==> src/common/conv_pkg.sv <==
package conv_pkg;

  // ####################################################################
  // Widths
  // ####################################################################
  localparam int DATA_W  = 32;  // Memory word
  localparam int IDX_W   = 16;  // Output position
  localparam int LANES   = 4;
  localparam int WCODE_W = 2;
  localparam int WVAL_W  = 10;
  localparam int ACC_W   = 24;  // Lane sums as seen by the result stage

  typedef logic signed [7:0]        act_t;
  typedef logic [WCODE_W-1:0]       wcode_t;
  typedef logic signed [WVAL_W-1:0] wval_t;

  // Weight codes
  localparam wcode_t WC_ZERO = 2'd0;
  localparam wcode_t WC_POS  = 2'd1;  // +pos_w
  localparam wcode_t WC_NEG1 = 2'd2;  // -neg_w1
  localparam wcode_t WC_NEG2 = 2'd3;  // -neg_w2

  // Layer setup, loaded once per start
  typedef struct packed {
    logic [IDX_W-1:0]  n_out;
    logic [3:0]        k_size;
    logic [7:0]        pos_w;
    logic [7:0]        neg_w1;
    logic [7:0]        neg_w2;
    logic [4:0]        shift;
    act_t [LANES-1:0]  bias;
  } layer_cfg_t;

endpackage

==> src/common/tap_if.sv <==
interface tap_if import conv_pkg::*; #(
  parameter int WGT_W = WCODE_W  // Raw codes or decoded multipliers
) ();

  logic                        valid;
  logic                        first;  // First tap of an output
  logic                        last;   // Last tap of an output
  logic                        fin;    // Last tap of the whole layer
  logic [IDX_W-1:0]            idx;
  act_t                        act;
  logic [LANES-1:0][WGT_W-1:0] wgt;

  modport src (
    output valid, first, last, fin, idx, act, wgt
  );

  modport dst (
    input valid, first, last, fin, idx, act, wgt
  );

endinterface

==> src/conv_core/lane_mac.sv <==
module lane_mac import conv_pkg::*; #(
  parameter int LANE = 0
) (
  input  logic                    clk,
  input  logic                    rst,
  input  layer_cfg_t              cfg,
  tap_if.dst                      tap,
  output logic signed [ACC_W-1:0] acc
);

  logic signed [ACC_W-1:0] prod;
  logic signed [ACC_W-1:0] base;
  act_t                    bias;

  assign bias = cfg.bias[LANE];

  // Both operands signed, extended to the accumulator width
  assign prod = tap.act * $signed(tap.wgt[LANE]);

  // New output starts from its bias
  always_comb begin
    if (tap.first) begin
      base = {{(ACC_W-8){bias[7]}}, bias};
    end else begin
      base = acc;
    end
  end

  always_ff @(posedge clk or negedge rst) begin
    if (!rst) begin
      acc <= '0;
    end else if (tap.valid) begin
      acc <= base + prod;
    end
  end

endmodule

==> src/conv_core/out_pack.sv <==
module out_pack import conv_pkg::*; #(
  parameter int ADDR_W = 16
) (
  input  logic                    clk,
  input  logic                    rst,
  input  layer_cfg_t              cfg,
  tap_if.dst                      tap,
  input  logic signed [ACC_W-1:0] acc0,
  input  logic signed [ACC_W-1:0] acc1,
  input  logic signed [ACC_W-1:0] acc2,
  input  logic signed [ACC_W-1:0] acc3,
  output logic [ADDR_W-1:0]       out_addr,
  output logic [DATA_W-1:0]       out_wdata,
  output logic [3:0]              out_we,
  output logic                    finish
);

  localparam logic signed [ACC_W-1:0] SAT_MAX = 127;
  localparam logic signed [ACC_W-1:0] SAT_MIN = -128;

  logic signed [ACC_W-1:0] acc [LANES];
  logic signed [ACC_W-1:0] sh  [LANES];
  logic [DATA_W-1:0]       word;
  logic                    last_q;
  logic                    fin_q;
  logic [IDX_W-1:0]        idx_q;

  assign acc = '{acc0, acc1, acc2, acc3};

  // Shift and clamp to a signed byte
  always_comb begin
    for (int j = 0; j < LANES; j++) begin
      sh[j] = acc[j] >>> cfg.shift;
      if (sh[j] > SAT_MAX) word[8*j +: 8] = 8'h7f;
      else if (sh[j] < SAT_MIN) word[8*j +: 8] = 8'h80;
      else word[8*j +: 8] = sh[j][7:0];
    end
  end

  // Lane sums settle one cycle after the last tap
  always_ff @(posedge clk or negedge rst) begin
    if (!rst) begin
      last_q <= 1'b0;
      fin_q  <= 1'b0;
      out_we <= '0;
      finish <= 1'b0;
    end else begin
      last_q <= tap.valid & tap.last;
      fin_q  <= tap.valid & tap.last & tap.fin;
      out_we <= {4{last_q}};
      finish <= fin_q;
    end
  end

  always_ff @(posedge clk) begin
    idx_q <= tap.idx;
    if (last_q) begin
      out_addr  <= ADDR_W'(idx_q);
      out_wdata <= word;
    end
  end

  // Layer end only on an output boundary
  a_fin_on_last: assert property (@(posedge clk) disable iff (!rst)
    tap.valid && tap.fin |-> tap.last);

endmodule

==> src/conv_core/weight_decode.sv <==
module weight_decode import conv_pkg::*; (
  input  logic       clk,
  input  logic       rst,
  input  layer_cfg_t cfg,
  tap_if.dst         raw,
  tap_if.src         dec
);

  wval_t dec_w [LANES];

  always_comb begin
    for (int j = 0; j < LANES; j++) begin
      case (wcode_t'(raw.wgt[j]))
        WC_POS:  dec_w[j] = wval_t'({2'b00, cfg.pos_w});
        WC_NEG1: dec_w[j] = -wval_t'({2'b00, cfg.neg_w1});
        WC_NEG2: dec_w[j] = -wval_t'({2'b00, cfg.neg_w2});
        default: dec_w[j] = '0;  // WC_ZERO
      endcase
    end
  end

  always_ff @(posedge clk or negedge rst) begin
    if (!rst) dec.valid <= 1'b0;
    else dec.valid <= raw.valid;
  end

  always_ff @(posedge clk) begin
    dec.first <= raw.first;
    dec.last  <= raw.last;
    dec.fin   <= raw.fin;
    dec.idx   <= raw.idx;
    dec.act   <= raw.act;
    for (int j = 0; j < LANES; j++) dec.wgt[j] <= dec_w[j];
  end

  // Next output starts right after the last tap
  a_no_gap: assert property (@(posedge clk) disable iff (!rst)
    raw.valid && raw.last && !raw.fin |=> raw.valid && raw.first);

endmodule

==> src/hw/conv_ctrl.sv <==
module conv_ctrl import conv_pkg::*; #(
  parameter int ADDR_W = 16
) (
  input  logic              clk,
  input  logic              rst,
  input  logic              start,
  output logic [ADDR_W-1:0] p_addr,
  input  logic [DATA_W-1:0] p_rdata,
  output logic [ADDR_W-1:0] in_addr,
  input  logic [DATA_W-1:0] in_rdata,
  output logic [ADDR_W-1:0] w_addr,
  input  logic [DATA_W-1:0] w_rdata,
  output logic [ADDR_W-1:0] b_addr,
  input  logic [DATA_W-1:0] b_rdata,
  input  logic              finish,
  output layer_cfg_t        cfg,
  tap_if.src                tap
);

  typedef enum logic [1:0] {S_IDLE, S_LOAD, S_STREAM, S_WAIT} state_t;

  state_t           state;
  logic [1:0]       ld_cnt;
  logic [IDX_W-1:0] n_cnt;
  logic [3:0]       k_cnt;
  logic             k_end;
  logic             n_end;
  logic             vld_q;
  logic             first_q;
  logic             last_q;
  logic             fin_q;
  logic [IDX_W-1:0] idx_q;

  assign k_end = (k_cnt == cfg.k_size - 4'd1);
  assign n_end = (n_cnt == cfg.n_out - IDX_W'(1));

  // Word 0 then word 1 of the parameter memory
  assign p_addr  = (ld_cnt == 2'd1) ? ADDR_W'(1) : '0;
  assign b_addr  = '0;  // One bias word per layer
  assign w_addr  = ADDR_W'(k_cnt);
  assign in_addr = ADDR_W'(n_cnt) + ADDR_W'(k_cnt);

  // ####################################################################
  // Sequencer
  // ####################################################################
  always_ff @(posedge clk or negedge rst) begin
    if (!rst) begin
      state  <= S_IDLE;
      ld_cnt <= '0;
      n_cnt  <= '0;
      k_cnt  <= '0;
    end else begin
      case (state)
        S_IDLE: begin
          if (start) begin
            state  <= S_LOAD;
            ld_cnt <= '0;
          end
        end
        S_LOAD: begin
          ld_cnt <= ld_cnt + 2'd1;
          if (ld_cnt == 2'd3) begin
            state <= S_STREAM;
            n_cnt <= '0;
            k_cnt <= '0;
          end
        end
        S_STREAM: begin
          if (k_end) begin
            k_cnt <= '0;
            if (n_end) state <= S_WAIT;
            else n_cnt <= n_cnt + IDX_W'(1);
          end else begin
            k_cnt <= k_cnt + 4'd1;
          end
        end
        S_WAIT: if (finish) state <= S_IDLE;
        default: state <= S_IDLE;
      endcase
    end
  end

  // Config capture, data lags the address by one cycle
  always_ff @(posedge clk) begin
    idx_q <= n_cnt;
    if (state == S_LOAD) begin
      case (ld_cnt)
        2'd1: begin
          cfg.n_out  <= p_rdata[15:0];
          cfg.k_size <= p_rdata[19:16];
        end
        2'd2: begin
          cfg.pos_w  <= p_rdata[7:0];
          cfg.neg_w1 <= p_rdata[15:8];
          cfg.neg_w2 <= p_rdata[23:16];
          cfg.shift  <= p_rdata[28:24];
        end
        2'd3: begin
          for (int j = 0; j < LANES; j++) cfg.bias[j] <= b_rdata[8*j +: 8];
        end
        default: ;
      endcase
    end
  end

  // ####################################################################
  // Tap sideband, aligned with the read data
  // ####################################################################
  always_ff @(posedge clk or negedge rst) begin
    if (!rst) begin
      vld_q   <= 1'b0;
      first_q <= 1'b0;
      last_q  <= 1'b0;
      fin_q   <= 1'b0;
    end else begin
      vld_q   <= (state == S_STREAM);
      first_q <= (k_cnt == 4'd0);
      last_q  <= k_end;
      fin_q   <= k_end && n_end;
    end
  end

  assign tap.valid = vld_q;
  assign tap.first = first_q;
  assign tap.last  = last_q;
  assign tap.fin   = fin_q;
  assign tap.idx   = idx_q;
  assign tap.act   = in_rdata[7:0];

  always_comb begin
    for (int j = 0; j < LANES; j++) tap.wgt[j] = w_rdata[8*j +: WCODE_W];
  end

  a_cfg_nonzero: assert property (@(posedge clk) disable iff (!rst)
    (state == S_LOAD && ld_cnt == 2'd1) |=> (cfg.n_out != '0 && cfg.k_size != '0));

  a_start_idle: assert property (@(posedge clk) disable iff (!rst)
    start |-> state == S_IDLE);

endmodule

==> src/hw/conv_top.sv <==
module conv_top import conv_pkg::*; #(
  parameter int ADDR_W = 16
) (
  input  logic              clk,
  input  logic              rst,
  input  logic              start,
  output logic              finish,
  output logic [ADDR_W-1:0] p_addr,
  input  logic [DATA_W-1:0] p_rdata,
  output logic [ADDR_W-1:0] in_addr,
  input  logic [DATA_W-1:0] in_rdata,
  output logic [ADDR_W-1:0] w_addr,
  input  logic [DATA_W-1:0] w_rdata,
  output logic [ADDR_W-1:0] b_addr,
  input  logic [DATA_W-1:0] b_rdata,
  output logic [ADDR_W-1:0] out_addr,
  output logic [DATA_W-1:0] out_wdata,
  output logic [3:0]        out_we
);

  layer_cfg_t              cfg;
  logic signed [ACC_W-1:0] acc [LANES];

  tap_if #(.WGT_W(WCODE_W)) raw_tap ();
  tap_if #(.WGT_W(WVAL_W))  dec_tap ();

  // ####################################################################
  // Sequencer and decode
  // ####################################################################
  conv_ctrl #(.ADDR_W(ADDR_W)) i_ctrl (
    .clk(clk), .rst(rst), .start(start),
    .p_addr(p_addr), .p_rdata(p_rdata),
    .in_addr(in_addr), .in_rdata(in_rdata),
    .w_addr(w_addr), .w_rdata(w_rdata),
    .b_addr(b_addr), .b_rdata(b_rdata),
    .finish(finish), .cfg(cfg), .tap(raw_tap)
  );

  weight_decode i_decode (
    .clk(clk), .rst(rst), .cfg(cfg), .raw(raw_tap), .dec(dec_tap)
  );

  // ####################################################################
  // Lanes and result
  // ####################################################################
  for (genvar j = 0; j < LANES; j++) begin : g_lane
    lane_mac #(.LANE(j)) i_lane (
      .clk(clk), .rst(rst), .cfg(cfg), .tap(dec_tap), .acc(acc[j])
    );
  end

  out_pack #(.ADDR_W(ADDR_W)) i_pack (
    .clk(clk), .rst(rst), .cfg(cfg), .tap(dec_tap),
    .acc0(acc[0]), .acc1(acc[1]), .acc2(acc[2]), .acc3(acc[3]),
    .out_addr(out_addr), .out_wdata(out_wdata), .out_we(out_we),
    .finish(finish)
  );

endmodule

==> config.mk <==
export PLATFORM = sky130hd
export DESIGN_NAME = conv_top
export DESIGN_NICKNAME = d
export VERILOG_FILES = /design/src/common/conv_pkg.sv /design/src/common/tap_if.sv /design/src/conv_core/lane_mac.sv /design/src/conv_core/out_pack.sv /design/src/conv_core/weight_decode.sv /design/src/hw/conv_ctrl.sv /design/src/hw/conv_top.sv
export SDC_FILE = /design/constraint.sdc
export NUM_CORES = 2
export LEC_CHECK = 0
export ABC_AREA = 1
export BUFFER_PORTS_ARGS = -buffer_cell sky130_fd_sc_hd__buf_2
export CAP_MARGIN = 10
export CORE_UTILIZATION = 55
export CTS_CLUSTER_SIZE = 16
export DETAILED_ROUTE_END_ITERATION = 10
export PLACE_DENSITY = 0.8
export RECOVER_POWER = 25
export SYNTH_ARGS = -nofsm -noshare
export SYNTH_HDL_FRONTEND = slang
export SYNTH_SLANG_ARGS = --single-unit
==> constraint.sdc <==
create_clock -name clk -period 11.6 [get_ports clk]
set_input_delay 0 -clock clk [delete_from_list [all_inputs] [get_ports clk]]
set_output_delay 0 -clock clk [all_outputs]
set_load 0.01 [all_outputs]
# Word-level counts from Yosys, hierarchy flattened

Cells that the tools add are included.

$add $sub $neg: 12
Multiply operators: 4
Order comparisons: 8
Equal/unequal tests: 26
Shift-type cells: 4
Muxes and demuxes: 28
Bitwise logic cells: 2
Reduce and logical (&&, ||, !) cells: 12

Operator list:

| operator                                                                         | count |
|---|---|
| 10-bit one-hot mux with 3 select lines                                           | 4 |
| 24-bit adder                                                                     | 4 |
| 24-bit by 8-bit greater-than comparator with 1-bit output, second input constant | 4 |
| 24-bit by 8-bit less-than comparator with 1-bit output, second input constant    | 4 |
| 24-bit 2-to-1 mux                                                                | 4 |
| 24-bit by 5-bit >>> shifter with 24-bit output                                   | 4 |
| 8-bit by 10-bit multiplier with 18-bit output                                    | 4 |
| 16-bit 2-to-1 mux                                                                | 3 |
| 8-bit 2-to-1 mux                                                                 | 4 |
| 16-bit one-hot mux with 2 select lines                                           | 1 |
| 2-bit == test, second input constant                                             | 12 |
| 8-bit negator with 10-bit output                                                 | 2 |
| 16-bit by 1-bit adder with 16-bit output, second input constant                  | 1 |
| 16-bit by 4-bit adder with 16-bit output                                         | 1 |
| 16-bit == test                                                                   | 1 |
| 16-bit by 1-bit subtractor with 16-bit output, second input constant             | 1 |
| 2-bit by 1-bit == test with 1-bit output, second input constant                  | 6 |
| 2-bit 2-to-1 mux                                                                 | 6 |
| 2-bit AND reduction                                                              | 5 |
| 4-bit 2-to-1 mux                                                                 | 2 |
| 2-bit by 1-bit != test with 1-bit output, second input constant                  | 4 |
| 2-bit one-hot mux with 4 select lines                                            | 1 |
| 4-bit one-hot mux with 2 select lines                                            | 1 |
| 5-bit AND reduction                                                              | 1 |
| 13 further kinds                                                                 | 16 |

Bits in registers: 357
Bits of input ports: 131
Output and inout bits: 117
Word-level logic and storage cells: 139

# Depth between registers and ports, before layout

Depth after elaboration: 5
Gate-level depth with buffers: 35
Mapped depth without buffers: 34

# Hierarchy

A second synthesis with hierarchy kept.

Cells, all modules: 5250
Area, all modules: 39574.2 µm²

By module, submodules not included:

| module                      | times used | cells each | area each (µm²) | seq. area each (µm²) |
|---|---|---|---|---|
| out_pack                    | 1          | 1245       | 7103.1          | 1861.8 |
| conv_ctrl                   | 1          | 609        | 6140.9          | 3453.3 |
| lane_mac (g_lane[3].i_lane) | 1          | 786        | 5973.2          | 600.6 |
| lane_mac (g_lane[2].i_lane) | 1          | 776        | 5970.7          | 600.6 |
| lane_mac (g_lane[1].i_lane) | 1          | 773        | 5960.7          | 600.6 |
| lane_mac (g_lane[0].i_lane) | 1          | 770        | 5952.0          | 600.6 |
| weight_decode               | 1          | 291        | 2473.6          | 1366.3 |

# Least setup slack after synthesis

Ideal clock, no wire load.

Path kind: register -> register
Start point: register i_decode.dec.act[7]
End point: register g_lane[3].i_lane.acc[21]
Setup time: 0.118 ns
Data arrival time: 5.800 ns
Required time: 11.482 ns
Setup slack: 5.682 ns
Stages on the path, launching flop included: 33
Buffers on the path: 1
Clock period less this slack: 5.918 ns
Cell sequence: dfxtp_1 -> inv_1 -> clkbuf_1 -> fa_1 -> fa_1 -> inv_1 -> fa_1 -> inv_1 -> fa_1 -> inv_1 -> ha_1 -> a21oi_1 -> nand2_1 -> nand4_1 -> nand3_1 -> a21oi_1 -> o21bai_1 -> a21oi_1 -> nor2_1 -> nor2_1 -> xnor2_1 -> ha_1 -> nand2_1 -> nor2_1 -> nand2_1 -> o311ai_0 -> nand3_1 -> nand2_1 -> nand2_1 -> nand2_1 -> nand2_1 -> nand3_1 -> nand2_1

Word-level cells in the longest chain between the ends: 2

RTL lines:

| item                                          | RTL line       | source |
|---|---|---|
| start: declaration                            | tap_if.sv:14   | `output valid, first, last, fin, idx, act, wgt` |
| 8-bit by 10-bit multiplier with 18-bit output | lane_mac.sv:18 | `assign prod = tap.act * $signed(tap.wgt[LANE]);` |
| 24-bit adder                                  | lane_mac.sv:33 | `acc <= base + prod;` |
| end signal: assignment                        | lane_mac.sv:33 |  |
| end: declaration                              | lane_mac.sv:8  | `output logic signed [ACC_W-1:0] acc` |

Every way passes these cells.
A chain may end at the register's enable or synchronous reset.

# Final worst setup path

Start point: register i_decode.dec.act[2]
End point: register g_lane[2].i_lane.acc[21]

Word-level cells in the longest chain between the ends: 2

RTL lines:

| item                                          | RTL line |
|---|---|
| 8-bit by 10-bit multiplier with 18-bit output | lane_mac.sv:18 |
| 24-bit adder                                  | lane_mac.sv:33 |
| end signal: assignment                        | lane_mac.sv:33 |
| end: declaration                              | lane_mac.sv:8 |

Every way passes these cells.

==> summary.txt <==
Floorplan
  • Starting density of the core: 56.1%
  • Core ar.: 64900 um^2
  • Row Count: 93
  • Die area: 67300 um^2
  • I/O Pins: 248
  • Die W: 259 um
  • Die Ht: 259 um

Global routing
  • First-pass GRT wire length: 151000 um
  • Initial antenna violation count: 1
  • Total grt overflow: 0
  • Vias in the first global route: 30529
  • Pin count of the biggest net entering global routing: 132
  • GRT Util Overall: 27.4%

Worst setup path
  • R2R Path Start: i_decode.dec.act[2]
  • Slowest cell delay on critical path: 830 ps
  • Worst R2R Path Depth: 28
  • Reg2Reg Setup Slack: 4610 ps
  • Arrival time worst endpoint: 7470 ps
  • Critical Path RT: 12080 ps
  • Slowest cell on the critical path: o311ai_0
  • RR Endpoint: g_lane[2].i_lane.acc[21]
  • Crit path launch type: flop
  • Worst path most repeated cell: nand2_1
  • CP endpoint kind: flop
  • Crit path kind: flop to flop
  • Largest fanout on the critical path: 40

Hold path
  • HP Start: in_rdata[1]
  • Hold path endpoint: i_decode.dec.act[1]
  • Worst Hold Path Cells: 2
  • Hold Path Class: input port to flop

Clocking
  • CTS Sinks: 357
  • Worst-Skew Late Latency: 600 ps
  • H-tree Lvls: 2
  • CTS Buf Count: 43
  • Resize count post-CTS: 0
  • Clk slew on worst S/H paths: 60 ps
  • Root buf cell: clkbuf_16
  • CTS tree: yes
  • Max clock buf depth: 3

Synth
  • Synthesized area: 36400 um^2
  • Yosys cell types: 63
  • Cell count after synthesis: 5013
  • Seq cells post-synth: 357
  • Avg Inst Size Synth: 7.27 um^2
  • Post-synth top flop: edfxtp_1
  • Sequential element share of the synthesized area: 24.9%
  • Async set or reset register ratio after synthesis: 36.1%
  • YS warnings: 0
  • Number of flops mapped to enable cells by yosys: 129

Placed design
  • Post-DP HPWL: 69000 um
  • Placer Congestion: 0.935
  • Post-DP Area: 37400 um^2
  • PortBufs: 153

Timing
  • Minimum clock period after layout: 6990 ps
  • Slew Viols, Final: 64
  • Setup tns final: 0 ps
  • RSZ-0062 raised after global routing: no
  • Final period util: 60.3%
  • Worst Skew: 27.9 ps
  • Max frequency: 143 MHz
  • Hold Worst Slack: 30.1 ps
  • Relative slew slack: -142%
  • Final hold violation count: 0
  • Worst slew pin tran: 3630 ps
  • Setup violators final: 0

Detailed routing
  • Vias: 32025
  • Detailed Routing Iterations Pass 1: 6
  • Number of remaining DRC errors: 0
  • Vias per Instance: 5.33
  • Routed Antenna Nets: 0
  • Wire per inst: 15.3 um
  • 1st-iter DRT viols: 2598
  • Wirelength, routed: 91500 um

Job
  • Max-cap violations: 1

Final layout
  • Share of cells above drive strength 1: 5.38%
  • P&R area growth vs syn: 9.16%
  • Design area: 39800 um^2
  • Nets: 5755

Status
  • Status: finished, violations left
  • Failing checks: capacitance limit, slew limit
==> timing repair <==
| item | 4_1_cts | 5_1_grt |
|---|---|---|
| hold buffers | 86 | 0 |
| hold endpoints to repair | 192 | 0 |
| buffers inserted | 0 | 0 |
==> sequential cells by signal, summed over array words and instances, names as in the netlist, 2 cells and up <==
signal,flops
i_ctrl.cfg,81
i_pack.out_wdata,32
g_lane.i_lane.acc,96
i_decode.dec.idx,16
i_ctrl.ld_cnt,2
i_decode.dec.wgt,40
i_ctrl.n_cnt,16
i_decode.dec.act,8
i_ctrl.tap.idx,16
i_pack.out_addr,16
i_pack.idx_q,16
i_ctrl.k_cnt,4
i_ctrl.state,2
==> metal layers <==
metal / track usage [%] / wire length [um] / vias to the layer above
met2: 44.3 / 41100 / 1166
li1: - / - / 15803
met5: 0 / 11 / -
met1: 38.6 / 41400 / 14917
met4: 7.43 / 2160 / 2
met3: 3.74 / 6810 / 137
==> through the flow <==
stage	utilization [%]	cells	worst slack, ps
final	61.3	6003	4610
after global routing	61.2	6002	4120
after CTS	61.3	6002	4730
after detailed placement	57.6	5837	4760
after global placement	57.6	5837	4770
after floorplan	-	5055	5680
==> layout make-up <==
type                    instances  area [um^2]
fillers                      5786        25200
multi-input cells            3469        22600
flip-flops and latches        357         9090
inverters                     975         3660
repair buffers                267         1800
clock buffers                  54         1170
well taps                     855         1070
clock inverters                25          378
diodes                          1         2.50
==> cell usage in the layout, fill, tap and decap left out, types with 38 or more instances in the layout <==
| cell type | synthesis | routed |
|---|---|---|
| nand2_1 | 1379 | 1379 |
| o21ai_1 | 135 | 135 |
| dlygate4sd3_1 | 0 | 86 |
| clkbuf_16 | 0 | 44 |
| nor2_1 | 241 | 240 |
| xor2_1 | 105 | 105 |
| o221ai_1 | 38 | 38 |
| buf_2 | 41 | 120 |
| xnor2_1 | 69 | 69 |
| nand3_1 | 145 | 145 |
| inv_1 | 962 | 960 |
| dfxtp_1 | 99 | 98 |
| fa_1 | 273 | 273 |
| o21ai_0 | 259 | 259 |
| a21oi_1 | 233 | 233 |
| clkbuf_1 | 113 | 39 |
| nand4_1 | 43 | 43 |
| conb_1 | 1 | 43 |
| edfxtp_1 | 129 | 129 |
| dfrtp_1 | 129 | 127 |
| ha_1 | 238 | 238 |
==> how the worst max path moves through the flow <==
stage                        startpoint                        to  depth (start not counted)
CTS                 i_decode.dec.act[2]  g_lane[0].i_lane.acc[21]                         30
floorplan           i_decode.dec.act[7]  g_lane[3].i_lane.acc[21]                         32
detailed placement  i_decode.dec.act[7]  g_lane[2].i_lane.acc[21]                         29
global route        i_decode.dec.act[2]  g_lane[0].i_lane.acc[21]                         30
global placement    i_decode.dec.act[7]  g_lane[2].i_lane.acc[21]                         29
finish              i_decode.dec.act[2]  g_lane[2].i_lane.acc[21]                         28
==> critical path: cells and delay by family (launching register included) <==
family,cells,cell delay (ps)
adder cells (fa/ha/maj),6,2750
buffers and inverters,4,620
AND/OR/NAND/NOR,12,1270
XOR/XNOR,1,410
flip-flops,1,330
AO/OA/AOI/OAI,5,1490
==> cells by family (layout without fill, tap and decap cells) <==
group	Yosys count	after routing	synth area share (%)
fa+ha+maj	511	511	23.2
simple gates	1919	1919	21.4
xor+xnor	174	174	4.18
compound gates	798	798	12.2
flops	357	357	24.9
other cells	1	44	0.0103
mux	24	24	0.659
buf+inv	1229	1321	13.5
==> synthesized netlist by cell type, drive strengths merged (23+ instances only) <==
master | count | share of area (%)
or2 | 23 | 0.39
dfrtp | 129 | 8.9
mux2i | 24 | 0.66
nand4 | 43 | 0.74
a31oi | 28 | 0.48
xnor2 | 69 | 1.7
nor2 | 248 | 2.6
dfxtp | 99 | 5.4
ha | 238 | 8.2
inv | 974 | 10
xor2 | 105 | 2.5
clkbuf | 141 | 1.5
edfxtp | 129 | 11
nor3 | 36 | 0.53
fa | 273 | 15
o21ai | 396 | 5.5
buf | 113 | 1.9
o221ai | 38 | 0.91
nand3 | 148 | 2.1
a21oi | 233 | 3.2
nand2 | 1381 | 14
Power is not shown: default switching activity piles up to over one toggle a cycle in this logic, so the estimate is an artifact.
